## src/rtl/burstMem_defines.svh

```systemverilog
// Width, depth and port-count macros shared by the package and every RTL block
`ifndef BURSTMEM_DEFINES_SVH
`define BURSTMEM_DEFINES_SVH

//============================================================
// Data path
//============================================================
`define BM_DATA_W      16   // Memory word width
`define BM_ADDR_W      8    // 256-word memory

//============================================================
// Bursts and FIFOs
//============================================================
`define BM_LEN_W       4    // Burst length field, max usable 8
`define BM_FIFO_DEPTH  16   // Words per port FIFO
`define BM_CNT_W       5    // Used count, holds 0..16

//============================================================
// Port counts
//============================================================
`define BM_NUM_WR      2    // Write ports
`define BM_NUM_RD      2    // Read ports

`endif

```

## src/rtl/burstMemPkg.sv

```systemverilog
// Shared word, address, length and count types for the burst memory controller
`default_nettype none

`include "burstMem_defines.svh"

package burstMemPkg;

    // One memory word
    typedef logic [`BM_DATA_W-1:0] dataT;

    // Word address into the shared memory
    typedef logic [`BM_ADDR_W-1:0] addrT;

    typedef logic [`BM_LEN_W-1:0]  lenT;    // Burst length in words
    typedef logic [`BM_CNT_W-1:0]  cntT;    // FIFO fill level

endpackage

`default_nettype wire

```

## src/rtl/portFifo.sv

```systemverilog
// Single-clock show-ahead FIFO with fill count and synchronous clear for each port
`timescale 1ns/1ps
`default_nettype none

`include "burstMem_defines.svh"

module portFifo #(
    parameter int DEPTH = `BM_FIFO_DEPTH
) (
    input  wire logic              CLK,
    input  wire logic              RESET_N,
    input  wire logic              clear,     // Drops contents on port Load
    input  wire logic              push,
    input  wire burstMemPkg::dataT pushData,
    input  wire logic              pop,
    output burstMemPkg::dataT      popData,   // Head word while not empty
    output burstMemPkg::cntT       used,
    output logic                   full,
    output logic                   empty
);

    localparam int PTR_W = (DEPTH > 1) ? $clog2(DEPTH) : 1;

    burstMemPkg::dataT mem [DEPTH];
    logic [PTR_W-1:0]  wrPtr;
    logic [PTR_W-1:0]  rdPtr;
    logic              doPush;
    logic              doPop;

    assign full    = (used == burstMemPkg::cntT'(DEPTH));
    assign empty   = (used == '0);
    assign doPush  = push && !full;    // Ignored when full
    assign doPop   = pop && !empty;    // Ignored when empty
    assign popData = mem[rdPtr];       // Show-ahead head

    // Storage write
    always_ff @(posedge CLK)
    begin
        if (doPush && !clear)
            mem[wrPtr] <= pushData;
    end

    // Pointers and count
    always_ff @(posedge CLK or negedge RESET_N)
    begin
        if (!RESET_N)
        begin
            wrPtr <= '0;
            rdPtr <= '0;
            used  <= '0;
        end
        else if (clear)
        begin
            wrPtr <= '0;
            rdPtr <= '0;
            used  <= '0;
        end
        else
        begin
            if (doPush)
                wrPtr <= (wrPtr == PTR_W'(DEPTH - 1)) ? '0 : wrPtr + 1'b1;
            if (doPop)
                rdPtr <= (rdPtr == PTR_W'(DEPTH - 1)) ? '0 : rdPtr + 1'b1;
            if (doPush && !doPop)
                used <= used + 1'b1;
            else if (doPop && !doPush)
                used <= used - 1'b1;
        end
    end

endmodule

`default_nettype wire

```

## config.mk

```make
export PLATFORM = sky130hd
export DESIGN_NAME = portFifo
export DESIGN_NICKNAME = d
export VERILOG_FILES = /design/src/rtl/burstMemPkg.sv /design/src/rtl/portFifo.sv
export VERILOG_INCLUDE_DIRS = /design/src /design/src/rtl
export SDC_FILE = /design/constraint.sdc
export NUM_CORES = 1
export LEC_CHECK = 0
export BUFFER_PORTS_ARGS = -buffer_cell sky130_fd_sc_hd__buf_4
export CAP_MARGIN = 20
export CORE_UTILIZATION = 25
export DETAILED_ROUTE_END_ITERATION = 7
export GPL_TIMING_DRIVEN = 0
export HOLD_SLACK_MARGIN = 0.06
export PLACE_DENSITY = 0.39
export SLEW_MARGIN = 40
export SYNTH_ARGS = -nofsm -noshare
export SYNTH_HDL_FRONTEND = slang
export SYNTH_SLANG_ARGS = --single-unit
```

## constraint.sdc

```tcl
create_clock -name CLK -period 2.6 [get_ports CLK]
set_input_delay 0.52 -clock CLK [delete_from_list [all_inputs] [get_ports CLK]]
set_output_delay 0.52 -clock CLK [all_outputs]
set_load 0.05 [all_outputs]
```

==> run_results.csv <==
group,metric,value,unit
finish,fin_nets,609,
worst_setup_path,critPathMaxFanout,6,
status,status,"finished with violations",
worst_setup_path,crit_arrival,2.60,ns
finish,final_cells,1139,
clocking,clock_latency,0.55,ns
pwr,p_leak,4.16,nW
routing,wirelength,26.0,mm
pwr,power.share.clock,34.2,%
status,violations,"negative setup slack",
pwr,powerDensity,848,nW/um2
pwr,p_int,8.21,mW
finish,drive_gt1_share,38.5,%
timing,fmax,320,MHz
floorplan,die_h,208,um
finish,num_antenna_cells,0,
timing,setup_viol,16,
synth,ys_seq_area_share,75.2,%
worst_setup_path,cp.required,2.08,ns
timing,finalCritPeriodShare,120,%
synth,syn_area_per_cell,22.2,um2
grt,antenna_found_initial,1,
timing,finClkSkew,0.0170,ns
floorplan,die-area,43500,um2
placement,port_buffers,41,
worst_setup_path,path_class,"flip-flop to output pin",
synth,synthCells,479,
timing,worst_pin_slew,0.706,ns
floorplan,core,41900,um2
finish,seqCellArea,8020,um2
finish,areaGrowthSynthToFinish,24.9,%
timing,relSlewSlack,52.9,%
routing,vias,5148,
worst_setup_path,worstSetupStartpointType,"flip-flop",
timing,hold_viol,0,
floorplan,rows,75,
timing,setup_ws,-0.521,ns
clocking,cts_htree_levels,1,
routing,route.detailed.drc,0,
hold_path,hold_class,"input port to flip-flop",
pwr,power_frac_comb,22.0,%
grt,grt_remaining_overflow,0,
clocking,cts-root-buf,"clkbuf_16",
finish,multi_input_area,2650,um2
worst_setup_path,endpoint_kind,"output pin",
clocking,cts_tree,"yes",
synth,synth_nets,510,
pwr,seq_power_share,43.8,%
grt,grt_pass1_vias,5524,
timing,rsz0062_at_grt,"yes",
routing,dr.pass1.iters,4,
finish,final_common_cell,"edfxtp_1",
synth,ys_ff_latch,269,
synth,synth.distinct_cells,41,
placement,place_congestion,0.709,
routing,wire_per_inst,22.8,um
timing,fin_crit,3.12,ns
floorplan,dieWidth,208,um
grt,track_usage,12.2,%
floorplan,start_util,25.4,%
clocking,clkTransAtPathRegs,0.06,ns
synth,yosysWarnings,0,
clocking,clk_path_buf_depth,3,
pwr,sw_frac_of_total,27.3,%
grt,grt_pass1_wl,37.8,mm
synth,netlist_area,10700,um2
routing,ant_nets,0,
finish,layout_common_cells,"edfxtp_1, mux4_2, clkbuf_16",
clocking,numCtsBuffers,30,
clocking,cts_num_sinks,269,
routing,vias_per_cell,4.52,
placement,pre_cts_ws,-0.600,ns
pwr,p_sw,3.08,mW
run,cap_violations,0,
finish,nFillCells,3996,
timing,slew_viol_final,0,
pwr,vdd_drop_max,0.000578,V
placement,dp.cells,1079,
routing,first_iter_violations,388,
placement,hpwl,16.8,mm
grt,grt_max_degree,17,
floorplan,io_pins,44,
[cell type report]
type / count / area share [%]
Sequential cell: 269 / 60.2
Clock inverter: 13 / 0.602
Timing Repair Buffer: 68 / 6.12
Inverter: 7 / 0.197
Clock buffer: 41 / 6.11
Multi-Input combinational cell: 177 / 19.9
Buffer: 25 / 1.76
Tap cell: 539 / 5.07
[final timing paths]
check                           cells past startpoint          to  slack (ns)         from
worst min-delay path                                1  mem[12][0]        0.27  pushData[0]
max in group asynchronous                           2     used[3]        2.07      RESET_N
worst max register to register                      8     used[4]        0.15      used[0]
worst min register to register                      2    wrPtr[3]        0.64     wrPtr[0]
min in group asynchronous                           2    wrPtr[1]        0.35      RESET_N
worst max-delay path                                6  popData[3]       -0.52     rdPtr[0]
[registers in the layout (all words and copies together) (netlist names)]
name   cells
mem      256
used       5
rdPtr      4
wrPtr      4
[logic make-up after synthesis]
family	count (synthesis)	share of synthesized area, %
adders and majority gates	10	1.24
DFF	269	75.2
AOI/OAI and AO/OA	30	1.91
xor gates and xnor gates	3	0.247
and+or+nand+nor	47	1.91
muxes	87	17.8
buffers and inverters	33	1.70
[timing repair]
| action | in CTS | in global routing |
|---|---|---|
| endpoints found under the setup margin | 20 | 42 |
| cloned | 1 | 1 |
| hold buffers | 1 | 0 |
| resized for setup | 49 | 13 |
| hold endpoints to repair | 13 | 0 |
| pin swaps | 1 | 3 |
| buffers inserted | 4 | 0 |
[synthesized netlist by cell type, drive strengths merged]
cell	count	area share [%]
a31oi	2	0.12
nand4	1	0.059
edfxtp	256	72
mux4	80	17
or3	1	0.059
o41ai	2	0.16
dfrtp	13	3.1
mux2i	4	0.38
nand2	10	0.35
a21oi	10	0.50
nor4	1	0.059
fa	1	0.19
buf	12	0.96
a311o	2	0.19
mux2	3	0.32
a41oi	1	0.082
nor3	4	0.19
inv	6	0.21
nand2b	1	0.059
o211ai	3	0.21
nor2	22	0.78
ha	9	1.1
or4	1	0.070
a211oi	2	0.14
a2111oi	1	0.082
xnor2	2	0.16
a21o	2	0.14
xor2	1	0.082
a21boi	2	0.14
clkbuf	14	0.49
o21ai	3	0.14
nand3	5	0.23
nor2b	1	0.059
clkinv	1	0.035
[critical path, cell delays in order (launching register included)]
cell and delay (ns):
dfrtp_1 0.36, buf_6 0.14, buf_12 0.16, buf_16 0.15, mux4_2 0.51, mux4_2 0.53
buf_6 0.18
[stage by stage]
step / util [%] / total power [mW] / hold slack (ns) / setup TNS (ns) / cell area [um2]
after floorplan: - / 6.53 / 0.224 / 0 / 10700
after global placement: 27.8 / 7.19 / 0.377 / -303.31 / 11700
after detailed placement: 28.9 / 7.25 / 0.384 / -31.90 / 12100
after CTS: 31.6 / 11.4 / 0.245 / -8.30 / 13200
after global routing: 31.7 / 11.7 / 0.268 / -8.78 / 13300
final: 31.7 / 11.3 / 0.267 / -7.62 / 13300
[routing by layer]
layer  up-vias  GRT usage [%]  share of wire [%]
li1       2234              -                  -
met1      2760           16.1                 44
met2       104           21.0                 50
met3        48           1.69                3.8
met4         2           2.94                2.6
met5         -              0              0.065
[power groups by stage]
stage,Combinational (mW),Clock (mW),Sequential [mW]
6_report,2.49,3.86,4.94
5_1_grt,2.65,4.11,4.96
4_1_cts,2.47,3.97,4.93
3_5_place_dp,2.24,0,5.01
3_3_place_gp,2.19,0,5.00
2_1_floorplan,1.43,0,5.10
No activity file was read; power rests on OpenSTA's default activity.
