**config.mk**
```make
export PLATFORM = sky130hd
export DESIGN_NAME = burstSequencer
export DESIGN_NICKNAME = d
export VERILOG_FILES = /design/src/rtl/burstMemPkg.sv /design/src/rtl/burstSequencer.sv
export VERILOG_INCLUDE_DIRS = /design/src /design/src/rtl
export SDC_FILE = /design/constraint.sdc
export NUM_CORES = 1
export LEC_CHECK = 0
export ABC_CLOCK_PERIOD_IN_PS = 1250
export BUFFER_PORTS_ARGS = -buffer_cell sky130_fd_sc_hd__buf_2
export CORE_MARGIN = 5
export CORE_UTILIZATION = 44
export DETAILED_ROUTE_END_ITERATION = 10
export PLACE_DENSITY = 0.74
export SLEW_MARGIN = 20
export SYNTH_ARGS = -nofsm -noshare
export SYNTH_HDL_FRONTEND = slang
export SYNTH_SLANG_ARGS = --single-unit
```
**constraint.sdc**
```tcl
create_clock -name CLK -period 1.25 [get_ports CLK]
set_input_delay 0.1875 -clock CLK [delete_from_list [all_inputs] [get_ports CLK]]
set_output_delay 0.1875 -clock CLK [all_outputs]
set_load 0.02 [all_outputs]
```
**src/rtl/burstMem_defines.svh**
```systemverilog
// Width, depth and port-count macros shared by the package and every RTL block
`ifndef BURSTMEM_DEFINES_SVH
`define BURSTMEM_DEFINES_SVH

//============================================================
// Data path
//============================================================
`define BM_DATA_W      16   // Memory word width
`define BM_ADDR_W      8    // 256-word memory

//============================================================
// Bursts and FIFOs
//============================================================
`define BM_LEN_W       4    // Burst length field, max usable 8
`define BM_FIFO_DEPTH  16   // Words per port FIFO
`define BM_CNT_W       5    // Used count, holds 0..16

//============================================================
// Port counts
//============================================================
`define BM_NUM_WR      2    // Write ports
`define BM_NUM_RD      2    // Read ports

`endif

```
**src/rtl/burstMemPkg.sv**
```systemverilog
// Shared word, address, length and count types for the burst memory controller
`default_nettype none

`include "burstMem_defines.svh"

package burstMemPkg;

    // One memory word
    typedef logic [`BM_DATA_W-1:0] dataT;

    // Word address into the shared memory
    typedef logic [`BM_ADDR_W-1:0] addrT;

    typedef logic [`BM_LEN_W-1:0]  lenT;    // Burst length in words
    typedef logic [`BM_CNT_W-1:0]  cntT;    // FIFO fill level

endpackage

`default_nettype wire

```
**src/rtl/burstSequencer.sv**
```systemverilog
// Beat counter that runs one burst between the granted FIFO and the memory
`timescale 1ns/1ps
`default_nettype none

module burstSequencer (
    input  wire logic              CLK,
    input  wire logic              RESET_N,
    input  wire logic              start,       // Launch pulse from arbiter
    input  wire burstMemPkg::addrT burstAddr,
    input  wire burstMemPkg::lenT  burstLen,
    input  wire logic              burstWrite,
    output logic                   fifoPop,     // Write FIFO pop, one per beat
    output logic                   fifoPush,    // Read FIFO push, lags read by one
    output logic                   memWrite,
    output logic                   memRead,
    output burstMemPkg::addrT      memAddr,
    output logic                   done         // One-cycle end of burst
);

    logic             active;      // Beats in progress
    logic             isWrite;
    burstMemPkg::lenT beatsLeft;
    logic             lastBeat;
    logic             readDly;     // memRead one cycle late
    logic             lastRead;    // Last read beat, delayed

    assign lastBeat = active && (beatsLeft == burstMemPkg::lenT'(1));
    assign memWrite = active && isWrite;
    assign memRead  = active && !isWrite;
    assign fifoPop  = memWrite;            // Same cycle as the write
    assign fifoPush = readDly;             // Memory data is ready now

    // Beat control
    always_ff @(posedge CLK or negedge RESET_N)
    begin
        if (!RESET_N)
        begin
            active    <= 1'b0;
            isWrite   <= 1'b0;
            beatsLeft <= '0;
            readDly   <= 1'b0;
            lastRead  <= 1'b0;
            done      <= 1'b0;
        end
        else
        begin
            readDly  <= memRead;
            lastRead <= lastBeat && !isWrite;
            done     <= (lastBeat && isWrite) || lastRead;  // Write: after last beat
            if (start)
            begin
                active    <= 1'b1;
                isWrite   <= burstWrite;
                beatsLeft <= burstLen;
            end
            else if (active)
            begin
                beatsLeft <= beatsLeft - 1'b1;
                if (lastBeat)
                    active <= 1'b0;
            end
        end
    end

    // Address steps once per beat
    always_ff @(posedge CLK)
    begin
        if (start)
            memAddr <= burstAddr;
        else if (active)
            memAddr <= memAddr + 1'b1;
    end

endmodule

`default_nettype wire

```
==> impl_metrics.py, run 1 <==
metrics = {
    "worst_setup_path": {
        "cp_top_family": "flip-flops",
        "critPathRequiredTime_ns": 1.30,
        "r2r-end": "memAddr[4]",
        "worst_setup_path_start_kind": "register",
        "critPathMaxStageDelay_ns": 0.49,
        "critical_path.slowest_cell": "edfxtp_1",
        "r2r_setup_slack_ns": -0.03,
        "worstPathArrival_ns": 1.33,
        "worstPathCellList": "ha_4 -> nand3_2 -> xor2_1 -> o21ai_1",
        "timing.rr.start": "memAddr[1]",
        "cp-end-kind": "register",
        "r2r_cells": 4,
        "critPathMaxFanout": 4,
        "cp_num_buf_inv": 0,
        "worst-path-stages": 4,
        "crit_type": "reg -> reg",
    },
    "die": {
        "die_w_um": 55.1,
        "die_area_um2": 3030,
        "rows": 16,
        "io_pins": 29,
        "core_um2": 1940,
        "initial_core_util": 0.461,
        "die_h_um": 55.1,
    },
    "finish": {
        "syn2layout_area_growth_pct": 45.2,
        "stdcell_count": 154,
        "utilization": 0.669,
        "drive_gt1_frac": 0.480,
        "num_antenna_cells": 0,
        "finalNetCount": 147,
    },
    "min_path": {
        "worstHoldStart": "burstLen[2]",
        "worstHoldEndpoint": "beatsLeft[2]",
        "worstHoldPathCells": 3,
        "worstHoldPathType": "in -> reg",
    },
    "run": {
        "cap_violations": 0,
    },
    "yosys": {
        "synth.avg_cell_area_um2": 10.7,
        "ys_warn_count": 0,
        "ys_seq_area_frac": 0.520,
        "syn_nets": 103,
        "synth_cells": 84,
        "syn-cell-area_um2": 895,
        "yosys.area.top_type": "edfxtp_1",
        "yosysUniqueCellTypes": 24,
        "muxShareOfSynthArea": 0.0378,
        "synth_xor_xnor_area_share": 0.0587,
        "synth_flop_cell": "dfrtp_1",
        "yosys.area_share.simple": 0.193,
        "synth-compound-area-share": 0.0895,
        "synth_top_family_by_area": "simple AND/OR/NAND/NOR gates",
        "yosys-top-cells-count": "nand2_1, o21ai_0, dfrtp_1",
        "yosysMostFrequentCell": "nand2_1",
        "synth_top_area_frac": 0.269,
        "synth_area_leaders": "edfxtp_1, dfrtp_1, o21ai_0",
        "synthArstFlopShare": 0.529,
        "yosys.area_share.adder": 0.0420,
        "synth-edff-count": 8,
        "ys_seq_elements": 17,
    },
    "sta": {
        "layout_min_cycle_time_ns": 1.28,
        "final-hold-violation-count": 0,
        "tightest_slew_ns": 0.234,
        "timing.setup.tns_ns": -0.0532,
        "rsz0062_at_grt": "yes",
        "setup_ws_ns": -0.0299,
        "drv_slew": 0,
        "setup_viol": 4,
        "timing.fmax_mhz": 781,
        "max_slew_margin": 0.842,
        "min_period_over_period": 1.02,
        "fin_skew_ns": 0.000587,
    },
    "global_routing": {
        "grt.total_usage": 0.153,
        "grt_pass1_vias": 770,
        "grt_first_pass_wirelength_um": 3270,
        "grt_overflow": 0,
        "antenna_found_initial": 0,
        "grt_max_degree": 12,
    },
    "placement": {
        "place_inst": 145,
        "hpwlAfterDp_um": 1460,
        "gp_congestion": 0.740,
        "portBuffers": 28,
    },
    "run_status": {
        "violations": "setup timing",
        "outcome": "complete, but fails checks",
    },
    "clock_network": {
        "clk_pin_slew_ns": 0.10,
        "cts_tree": "done",
        "clock-root-buffer": "clkbuf_4",
        "cts.sink_count": 17,
        "cts_buffers": 3,
        "clk_path_buf_depth": 2,
        "htreeDepth": 1,
        "clock_latency_ns": 0.29,
    },
    "drt": {
        "firstDrtPassIters": 4,
        "drt_wl_total_um": 2140,
        "ant_nets": 0,
        "drc": 0,
        "avgViaCountPerCell": 5.04,
        "vias": 776,
        "post_drt_wl_per_cell_um": 13.9,
        "drt_iter0_drc": 10,
    },
    "pwr": {
        "powerDensity_nw_per_um2": 1430,
        "peakVddDrop_mv": 0.850,
        "p_leak_nw": 0.602,
    },
}
[flip-flops by register name (all words and copies together) (netlist names)]
name	cells
lastRead	1
fifoPush	1
active	1
isWrite	1
beatsLeft	4
done	1
memAddr	8
[worst reg2reg max path: cells and delay by family (launching register included)]
family,cells,cell delay (ns)
adders and majority gates,1,0.22
xor gates and xnor gates,1,0.17
and+or+nand+nor,1,0.08
DFF,1,0.49
AOI/OAI and AO/OA,1,0.08
[final cells by class]
class	count	area [um^2]
tap	27	33.8
sequential	17	465
timing repair buffer	44	325
inverter	3	11.3
clock buffer	4	26.3
multi-input combinational	59	437
fill	161	643
[cell usage in the layout (no fill, tap or decap)]
master,synthesis,final
xnor2_1,2,2
dfrtp_1,9,9
nand4_2,1,1
or4_1,2,2
ha_4,0,1
o21ai_1,0,5
buf_2,0,21
nor4b_4,0,1
a21o_1,1,1
clkbuf_4,0,3
nand2_1,14,14
xor2_1,4,3
inv_1,3,3
nor2b_4,0,1
nor2b_1,4,3
nand3_2,0,3
buf_6,2,12
ha_1,3,2
buf_4,2,10
edfxtp_1,8,8
nor2_1,1,1
a31o_2,1,1
or2_2,2,2
o311ai_1,0,1
clkbuf_1,1,1
o21ai_0,11,6
and3_1,1,1
xor2_2,0,1
and2_4,0,1
mux2_2,3,3
dlygate4sd3_1,0,1
nand3_1,6,3
[how the worst max path moves through the flow]
stage	startpoint	end	slack, ns
CTS	memAddr[0]	memAddr[0]	-0.009
global route	memAddr[1]	memAddr[4]	-0.08
detailed placement	beatsLeft[0]	beatsLeft[3]	0.003
finish	memAddr[1]	memAddr[4]	-0.03
global placement	beatsLeft[1]	beatsLeft[3]	0.06
floorplan	memAddr[3]	memAddr[7]	-0.10
[metrics by stage]
stage	worst slack [ns]	total power, mW	cell area, um^2	hold slack [ns]
floorplan	-0.104	1.14	907	-0.108
global placement	0.0598	1.35	1120	0.0444
detailed placement	0.00280	1.37	1120	0.0533
CTS	-0.00862	1.73	1190	0.106
global route	-0.0832	1.98	1300	0.121
finish	-0.0299	1.86	1300	0.112
[layer usage]
metal	track usage	up-vias	routed length, um
met5	0	-	0
met4	0.0729	0	55
met3	0.0268	7	116
met2	0.252	22	1050
met1	0.194	371	918
li1	-	376	-
[report_power, final]
| group | internal [mW] | switching (mW) | total (mW) |
|---|---|---|---|
| combinational | 0.394 | 0.356 | 0.750 |
| sequential | 0.702 | 0.112 | 0.814 |
| clock | 0.124 | 0.175 | 0.299 |
[what timing repair did]
action                     in CTS  in global routing
pin swaps                       2                  5
setup endpoints to repair       6                 16
hold buffers                    1                  0
setup buffers                   0                  4
gates resized for setup        11                 23
hold endpoints to repair        9                  0
[cell families (layout without fill, tap and decap cells)]
family	count (synthesis)	count (layout)
simple gates	33	33
flops	17	17
compound gates	14	14
buf+inv	8	51
xor+xnor	6	6
fa+ha+maj	3	3
mux	3	3
Power figures use the tool's default switching activity.
==> run 2: changes to the inputs <==
--- a/config.mk
+++ b/config.mk
@@ -6,12 +6,12 @@
 export SDC_FILE = /design/constraint.sdc
 export NUM_CORES = 1
 export LEC_CHECK = 0
-export ABC_CLOCK_PERIOD_IN_PS = 1250
+export ABC_CLOCK_PERIOD_IN_PS = 1200
 export BUFFER_PORTS_ARGS = -buffer_cell sky130_fd_sc_hd__buf_2
 export CORE_MARGIN = 5
-export CORE_UTILIZATION = 44
+export CORE_UTILIZATION = 48
 export DETAILED_ROUTE_END_ITERATION = 10
-export PLACE_DENSITY = 0.74
+export PLACE_DENSITY = 0.76
 export SLEW_MARGIN = 20
 export SYNTH_ARGS = -nofsm -noshare
 export SYNTH_HDL_FRONTEND = slang
==> constraint.sdc (replaced) <==
create_clock -name CLK -period 1.2 [get_ports CLK]
set_input_delay 0.18 -clock CLK [delete_from_list [all_inputs] [get_ports CLK]]
set_output_delay 0.18 -clock CLK [all_outputs]
set_load 0.02 [all_outputs]
==> run 2 against run 1 <==
  * The flow still finishes with violations (setup timing)
  * Count of clock-buffer cells in the layout decreased by 1
  * Clock skew increased by 0.0038 ns
  * Register-to-register slack got worse by 0.09 ns
  * Highest routed layer unchanged
  * Wire length increased by 16%
==> impl_metrics.py, run 2 (same netlist as run 1, synthesis figures left out) <==
metrics = {
    "die": {
        "initial_core_util": 0.513,
        "die_w_um": 53.2,
        "io_pins": 29,
        "rows": 15,
        "core_um2": 1750,
        "die_area_um2": 2830,
        "die_h_um": 53.2,
    },
    "finish": {
        "drive_gt1_frac": 0.516,
        "top_regs": "memAddr: 8 flops, beatsLeft: 4 flops",
        "finalInstanceArea_um2": 1310,
        "finalNetCount": 146,
        "num_antenna_cells": 0,
        "stdcell_count": 151,
        "largest_reg_flops": 8,
        "syn2layout_area_growth_pct": 46.7,
        "layout_commonest_cell": "buf_2",
        "largest_register": "memAddr",
        "most-common-layout-cells": "buf_2, nand2_1, buf_6",
        "utilization": 0.752,
    },
    "clock_network": {
        "clk_path_buf_depth": 2,
        "cts_buffers": 3,
        "cts_tree": "done",
        "clk_pin_slew_ns": 0.11,
        "cts.sink_count": 17,
        "clock_latency_ns": 0.30,
        "clock-root-buffer": "clkbuf_4",
        "htreeDepth": 1,
    },
    "pwr": {
        "p_leak_nw": 0.605,
        "peakVddDrop_mv": 0.897,
        "powerDensity_nw_per_um2": 1510,
    },
    "global_routing": {
        "grt_first_pass_wirelength_um": 3540,
        "grt_overflow": 0,
        "grt.total_usage": 0.182,
        "antenna_found_initial": 0,
        "grt_max_degree": 12,
        "grt_pass1_vias": 759,
    },
    "sta": {
        "timing.fmax_mhz": 755,
        "hold_ws_ns": 0.0837,
        "fin_skew_ns": 0.00443,
        "min_period_over_period": 1.10,
        "drv_slew": 0,
        "layout_min_cycle_time_ns": 1.32,
        "setup_ws_ns": -0.124,
        "setup_viol": 13,
        "rsz0062_at_grt": "yes",
        "max_slew_margin": 0.828,
        "tightest_slew_ns": 0.258,
        "final-hold-violation-count": 0,
    },
    "placement": {
        "portBuffers": 28,
        "place_area_um2": 1120,
        "place_inst": 142,
        "hpwlAfterDp_um": 1570,
        "gp_congestion": 0.783,
    },
    "drt": {
        "post_drt_wl_per_cell_um": 16.4,
        "avgViaCountPerCell": 5.22,
        "vias": 788,
        "drc": 0,
        "ant_nets": 0,
        "drt_iter0_drc": 23,
        "firstDrtPassIters": 4,
        "drt_wl_total_um": 2480,
    },
    "run_status": {
        "violations": "setup timing",
        "outcome": "complete, but fails checks",
    },
    "worst_setup_path": {
        "crit_type": "reg -> reg",
        "critPathMaxFanout": 4,
        "worstPathArrival_ns": 1.50,
        "worst_setup_path_start_kind": "register",
        "critPathRequiredTime_ns": 1.38,
        "cp-end-kind": "register",
    },
    "min_path": {
        "worstHoldPathType": "in -> reg",
    },
    "run": {
        "cap_violations": 0,
    },
}
[run 2: final timing paths]
| kind | slack, ns | end | depth (start not counted) | startpoint |
|---|---|---|---|---|
| max in group asynchronous | 0.75 | active | 2 | RESET_N |
| max | -0.12 | memAddr[7] | 3 | memAddr[5] |
| min in group asynchronous | 0.27 | fifoPush | 2 | RESET_N |
| min reg2reg | 0.45 | done | 1 | lastRead |
| min | 0.08 | beatsLeft[0] | 3 | burstLen[0] |
| max reg2reg | -0.12 | memAddr[7] | 3 | memAddr[5] |
[run 2: through the flow]
stage                     setup TNS, ns  setup WS (ns)  power, mW
after floorplan                  -0.598         -0.154       1.20
after global placement         -0.00721       -0.00504       1.40
after detailed placement         -0.190        -0.0557       1.43
after CTS                        -0.432        -0.0899       1.87
after global routing              -1.23         -0.143       2.09
final                            -0.631         -0.124       1.98
[run 2: routing by layer]
| layer | track usage | vias to the layer above | part of all wire |
|---|---|---|---|
| li1 | - | 375 | - |
| met1 | 0.225 | 381 | 0.41 |
| met2 | 0.304 | 25 | 0.52 |
| met3 | 0.0254 | 7 | 0.044 |
| met4 | 0.0979 | 0 | 0.028 |
| met5 | 0 | - | 0 |
[run 2: final cells by class]
class | count | area (um^2)
inverters | 3 | 11.3
repair buffers | 43 | 324
multi-input cells | 59 | 453
flip-flops and latches | 17 | 465
fillers | 119 | 433
clock buffers | 3 | 22.5
clock inverters | 1 | 5.00
well taps | 25 | 31.3
[run 2: worst max-delay path: stages, from the launching register on]
cell      delay, ns
edfxtp_1       0.43
nand4_2        0.16
or4_4          0.52
nand3_1        0.10
[run 2: timing repair]
action                     CTS  global route
pin swaps                    6             6
hold buffers                 1             0
gates resized for setup     26            12
hold endpoints to repair     9             0
buffers inserted             2             2
setup endpoints to repair   13            17
[run 2: report_power, final]
part / switching [mW] / internal, mW / total [mW]
Clock: 0.201 / 0.125 / 0.326
Sequential: 0.113 / 0.731 / 0.844
Combinational: 0.393 / 0.418 / 0.811
Total: 0.707 / 1.27 / 1.98
==> run 3: changes to the inputs <==
--- a/config.mk
+++ b/config.mk
@@ -6,12 +6,15 @@
 export SDC_FILE = /design/constraint.sdc
 export NUM_CORES = 1
 export LEC_CHECK = 0
+export ABC_AREA = 1
 export ABC_CLOCK_PERIOD_IN_PS = 1200
 export BUFFER_PORTS_ARGS = -buffer_cell sky130_fd_sc_hd__buf_2
+export CELL_PAD_IN_SITES_DETAIL_PLACEMENT = 2
+export CELL_PAD_IN_SITES_GLOBAL_PLACEMENT = 2
 export CORE_MARGIN = 5
-export CORE_UTILIZATION = 48
+export CORE_UTILIZATION = 28
 export DETAILED_ROUTE_END_ITERATION = 10
-export PLACE_DENSITY = 0.76
+export PLACE_DENSITY_LB_ADDON = 0.1
 export SLEW_MARGIN = 20
 export SYNTH_ARGS = -nofsm -noshare
 export SYNTH_HDL_FRONTEND = slang
==> run 3 against run 2 <==
  * The flow still finishes with violations (setup timing)
  * Synthesized cell count grew 24%
  * Final cell count grew 29%
  * Total power shrank 8.0%
  * Critical path type unchanged
==> impl_metrics.py, run 3 <==
metrics = {
    "sta": {
        "drv_slew": 0,
        "timing.fmax_mhz": 782,
        "setup_ws_ns": -0.0793,
        "rsz0062_at_grt": "yes",
        "max_slew_margin": 0.846,
        "setup_viol": 6,
        "min_period_over_period": 1.07,
        "tightest_slew_ns": 0.230,
        "layout_min_cycle_time_ns": 1.28,
        "final-hold-violation-count": 0,
        "fin_skew_ns": 0.00112,
    },
    "worst_setup_path": {
        "critPathMaxFanout": 3,
        "r2r_cells": 6,
        "crit_type": "reg -> reg",
        "cp-end-kind": "register",
        "worst_setup_path_start_kind": "register",
        "worstPathArrival_ns": 1.33,
        "critPathRequiredTime_ns": 1.25,
    },
    "clock_network": {
        "clk_pin_slew_ns": 0.10,
        "clock-root-buffer": "clkbuf_4",
        "cts.sink_count": 17,
        "clock_latency_ns": 0.29,
        "cts_tree": "done",
        "clk_path_buf_depth": 2,
        "cts_buffers": 3,
        "htreeDepth": 1,
    },
    "yosys": {
        "ys_warn_count": 0,
        "synth-compound-area-share": 0.0974,
        "syn-cell-area_um2": 900,
        "yosys.area.top_type": "edfxtp_1",
        "syn_nets": 123,
        "muxShareOfSynthArea": 0,
        "synth.avg_cell_area_um2": 8.65,
        "synth_top_family_by_area": "simple AND/OR/NAND/NOR gates",
        "ys_seq_elements": 17,
        "yosys-top-cells-count": "nand2_1, inv_1, dfrtp_1, nand3_1, edfxtp_1",
        "synth_area_leaders": "edfxtp_1, dfrtp_1, nand2_1",
        "ys_seq_area_frac": 0.517,
        "synth_top_area_frac": 0.267,
        "yosysMostFrequentCell": "nand2_1",
        "synth_flop_cell": "dfrtp_1",
        "synth-edff-count": 8,
        "synth_xor_xnor_area_share": 0.00974,
        "yosysUniqueCellTypes": 22,
        "synth_cells": 104,
        "yosys.area_share.simple": 0.261,
        "synthArstFlopShare": 0.529,
        "yosys.area_share.adder": 0.0417,
    },
    "drt": {
        "firstDrtPassIters": 3,
        "post_drt_wl_per_cell_um": 14.3,
        "ant_nets": 0,
        "avgViaCountPerCell": 4.56,
        "drc": 0,
        "vias": 889,
        "drt_wl_total_um": 2800,
        "drt_iter0_drc": 15,
    },
    "die": {
        "initial_core_util": 0.292,
        "die_w_um": 66.7,
        "io_pins": 29,
        "die_h_um": 66.7,
        "rows": 20,
        "core_um2": 3080,
        "die_area_um2": 4450,
    },
    "finish": {
        "num_antenna_cells": 0,
        "top_regs": "memAddr: 8 flops, beatsLeft: 4 flops",
        "largest_reg_flops": 8,
        "finalNetCount": 171,
        "drive_gt1_frac": 0.404,
        "largest_register": "memAddr",
        "syn2layout_area_growth_pct": 47.7,
        "layout_commonest_cell": "nand2_1",
        "finalInstanceArea_um2": 1330,
        "most-common-layout-cells": "nand2_1, buf_2, buf_4",
        "utilization": 0.432,
    },
    "min_path": {
        "worstHoldPathType": "in -> reg",
        "worstHoldPathCells": 3,
    },
    "pwr": {
        "switchingPower_uw": 655,
        "p_leak_nw": 0.642,
        "powerDensity_nw_per_um2": 1370,
        "peakVddDrop_mv": 0.723,
        "power_frac_comb": 0.381,
        "power_mw": 1.82,
        "p_int_mw": 1.17,
        "pwr-share-seq": 0.448,
        "sw_frac_of_total": 0.359,
        "clkPwrFrac": 0.171,
    },
    "run_status": {
        "violations": "setup timing",
        "outcome": "complete, but fails checks",
    },
    "global_routing": {
        "grt.total_usage": 0.138,
        "grt_overflow": 0,
        "grt_max_degree": 12,
        "grt_pass1_vias": 958,
        "antenna_found_initial": 0,
        "grt_first_pass_wirelength_um": 4430,
    },
    "placement": {
        "portBuffers": 28,
        "gp_congestion": 0.753,
        "dpl_worst_slack_ns": -0.0644,
        "place_area_um2": 1130,
        "hpwlAfterDp_um": 2080,
    },
    "run": {
        "cap_violations": 0,
    },
}
[run 3: changes by cell type after synthesis, moves of 2 or more]
cell,before,now
nand2_1,14,35
inv_1,3,11
o21ai_0,11,3
nor2_1,1,6
nor2b_1,4,0
o21bai_1,0,4
xor2_1,4,0
mux2_2,3,0
nand3_1,6,9
a22oi_1,0,2
nand4_1,0,2
nor2_2,0,2
or2_2,2,0
or4_1,2,0
[run 3: cell families after synthesis]
logic type                 count (synthesis)
DFF                                       17
and+or+nand+nor                           56
buffers and inverters                     14
xor gates and xnor gates                   1
AOI/OAI and AO/OA                         13
adders and majority gates                  3
[run 3: power groups by stage]
stage	combinational (mW)	sequential, mW	clock [mW]
floorplan	0.248	0.875	0
global placement	0.507	0.811	0
detailed placement	0.527	0.820	0
CTS	0.630	0.813	0.331
global route	0.760	0.834	0.370
finish	0.694	0.816	0.311
[run 3: worst max-delay path, cell delays in order, from the launching register on]
cell and delay, ns:
edfxtp_1 0.47, ha_4 0.18, nand3_2 0.09, nor2_1 0.12
nand2_1 0.06, nand3_1 0.08, nand2_1 0.05
[run 3: cell type report]
class,instances,area (um^2)
fill,367,1750
sequential,17,467
multi-input combinational,73,427
timing repair buffer,46,313
tap,44,55.1
inverter,11,41.3
clock buffer,4,26.3
[run 3: repair_timing]
item	in CTS	in global routing
buffers inserted	5	4
hold endpoints to repair	9	0
hold buffers	1	0
endpoints found under the setup margin	8	22
gates resized for setup	16	10
pin swaps	9	5
[run 3: per-layer routing]
metal / GRT usage / routed length, um / up-vias
met5: 0 / 0 / -
met1: 0.142 / 1080 / 434
met3: 0.0388 / 131 / 2
met2: 0.262 / 1570 / 16
li1: - / - / 437
met4: 0.0457 / 17 / 0
[run 3: worst paths after layout]
path / from / to / slack [ns]
max: memAddr[1] / memAddr[6] / -0.08
min: burstWrite / isWrite / 0.09
max reg2reg: memAddr[1] / memAddr[6] / -0.08
min reg2reg: lastRead / done / 0.46
max in group asynchronous: RESET_N / isWrite / 0.74
min in group asynchronous: RESET_N / lastRead / 0.26
[run 3: per-stage QoR]
step,hold slack [ns],cells,TNS [ns]
floorplan,-0.116,104,-0.184
CTS,0.0826,191,-0.334
global route,0.0673,195,-1.44
finish,0.0925,195,-0.271
global placement,0.0482,181,0
detailed placement,0.0476,181,-0.129
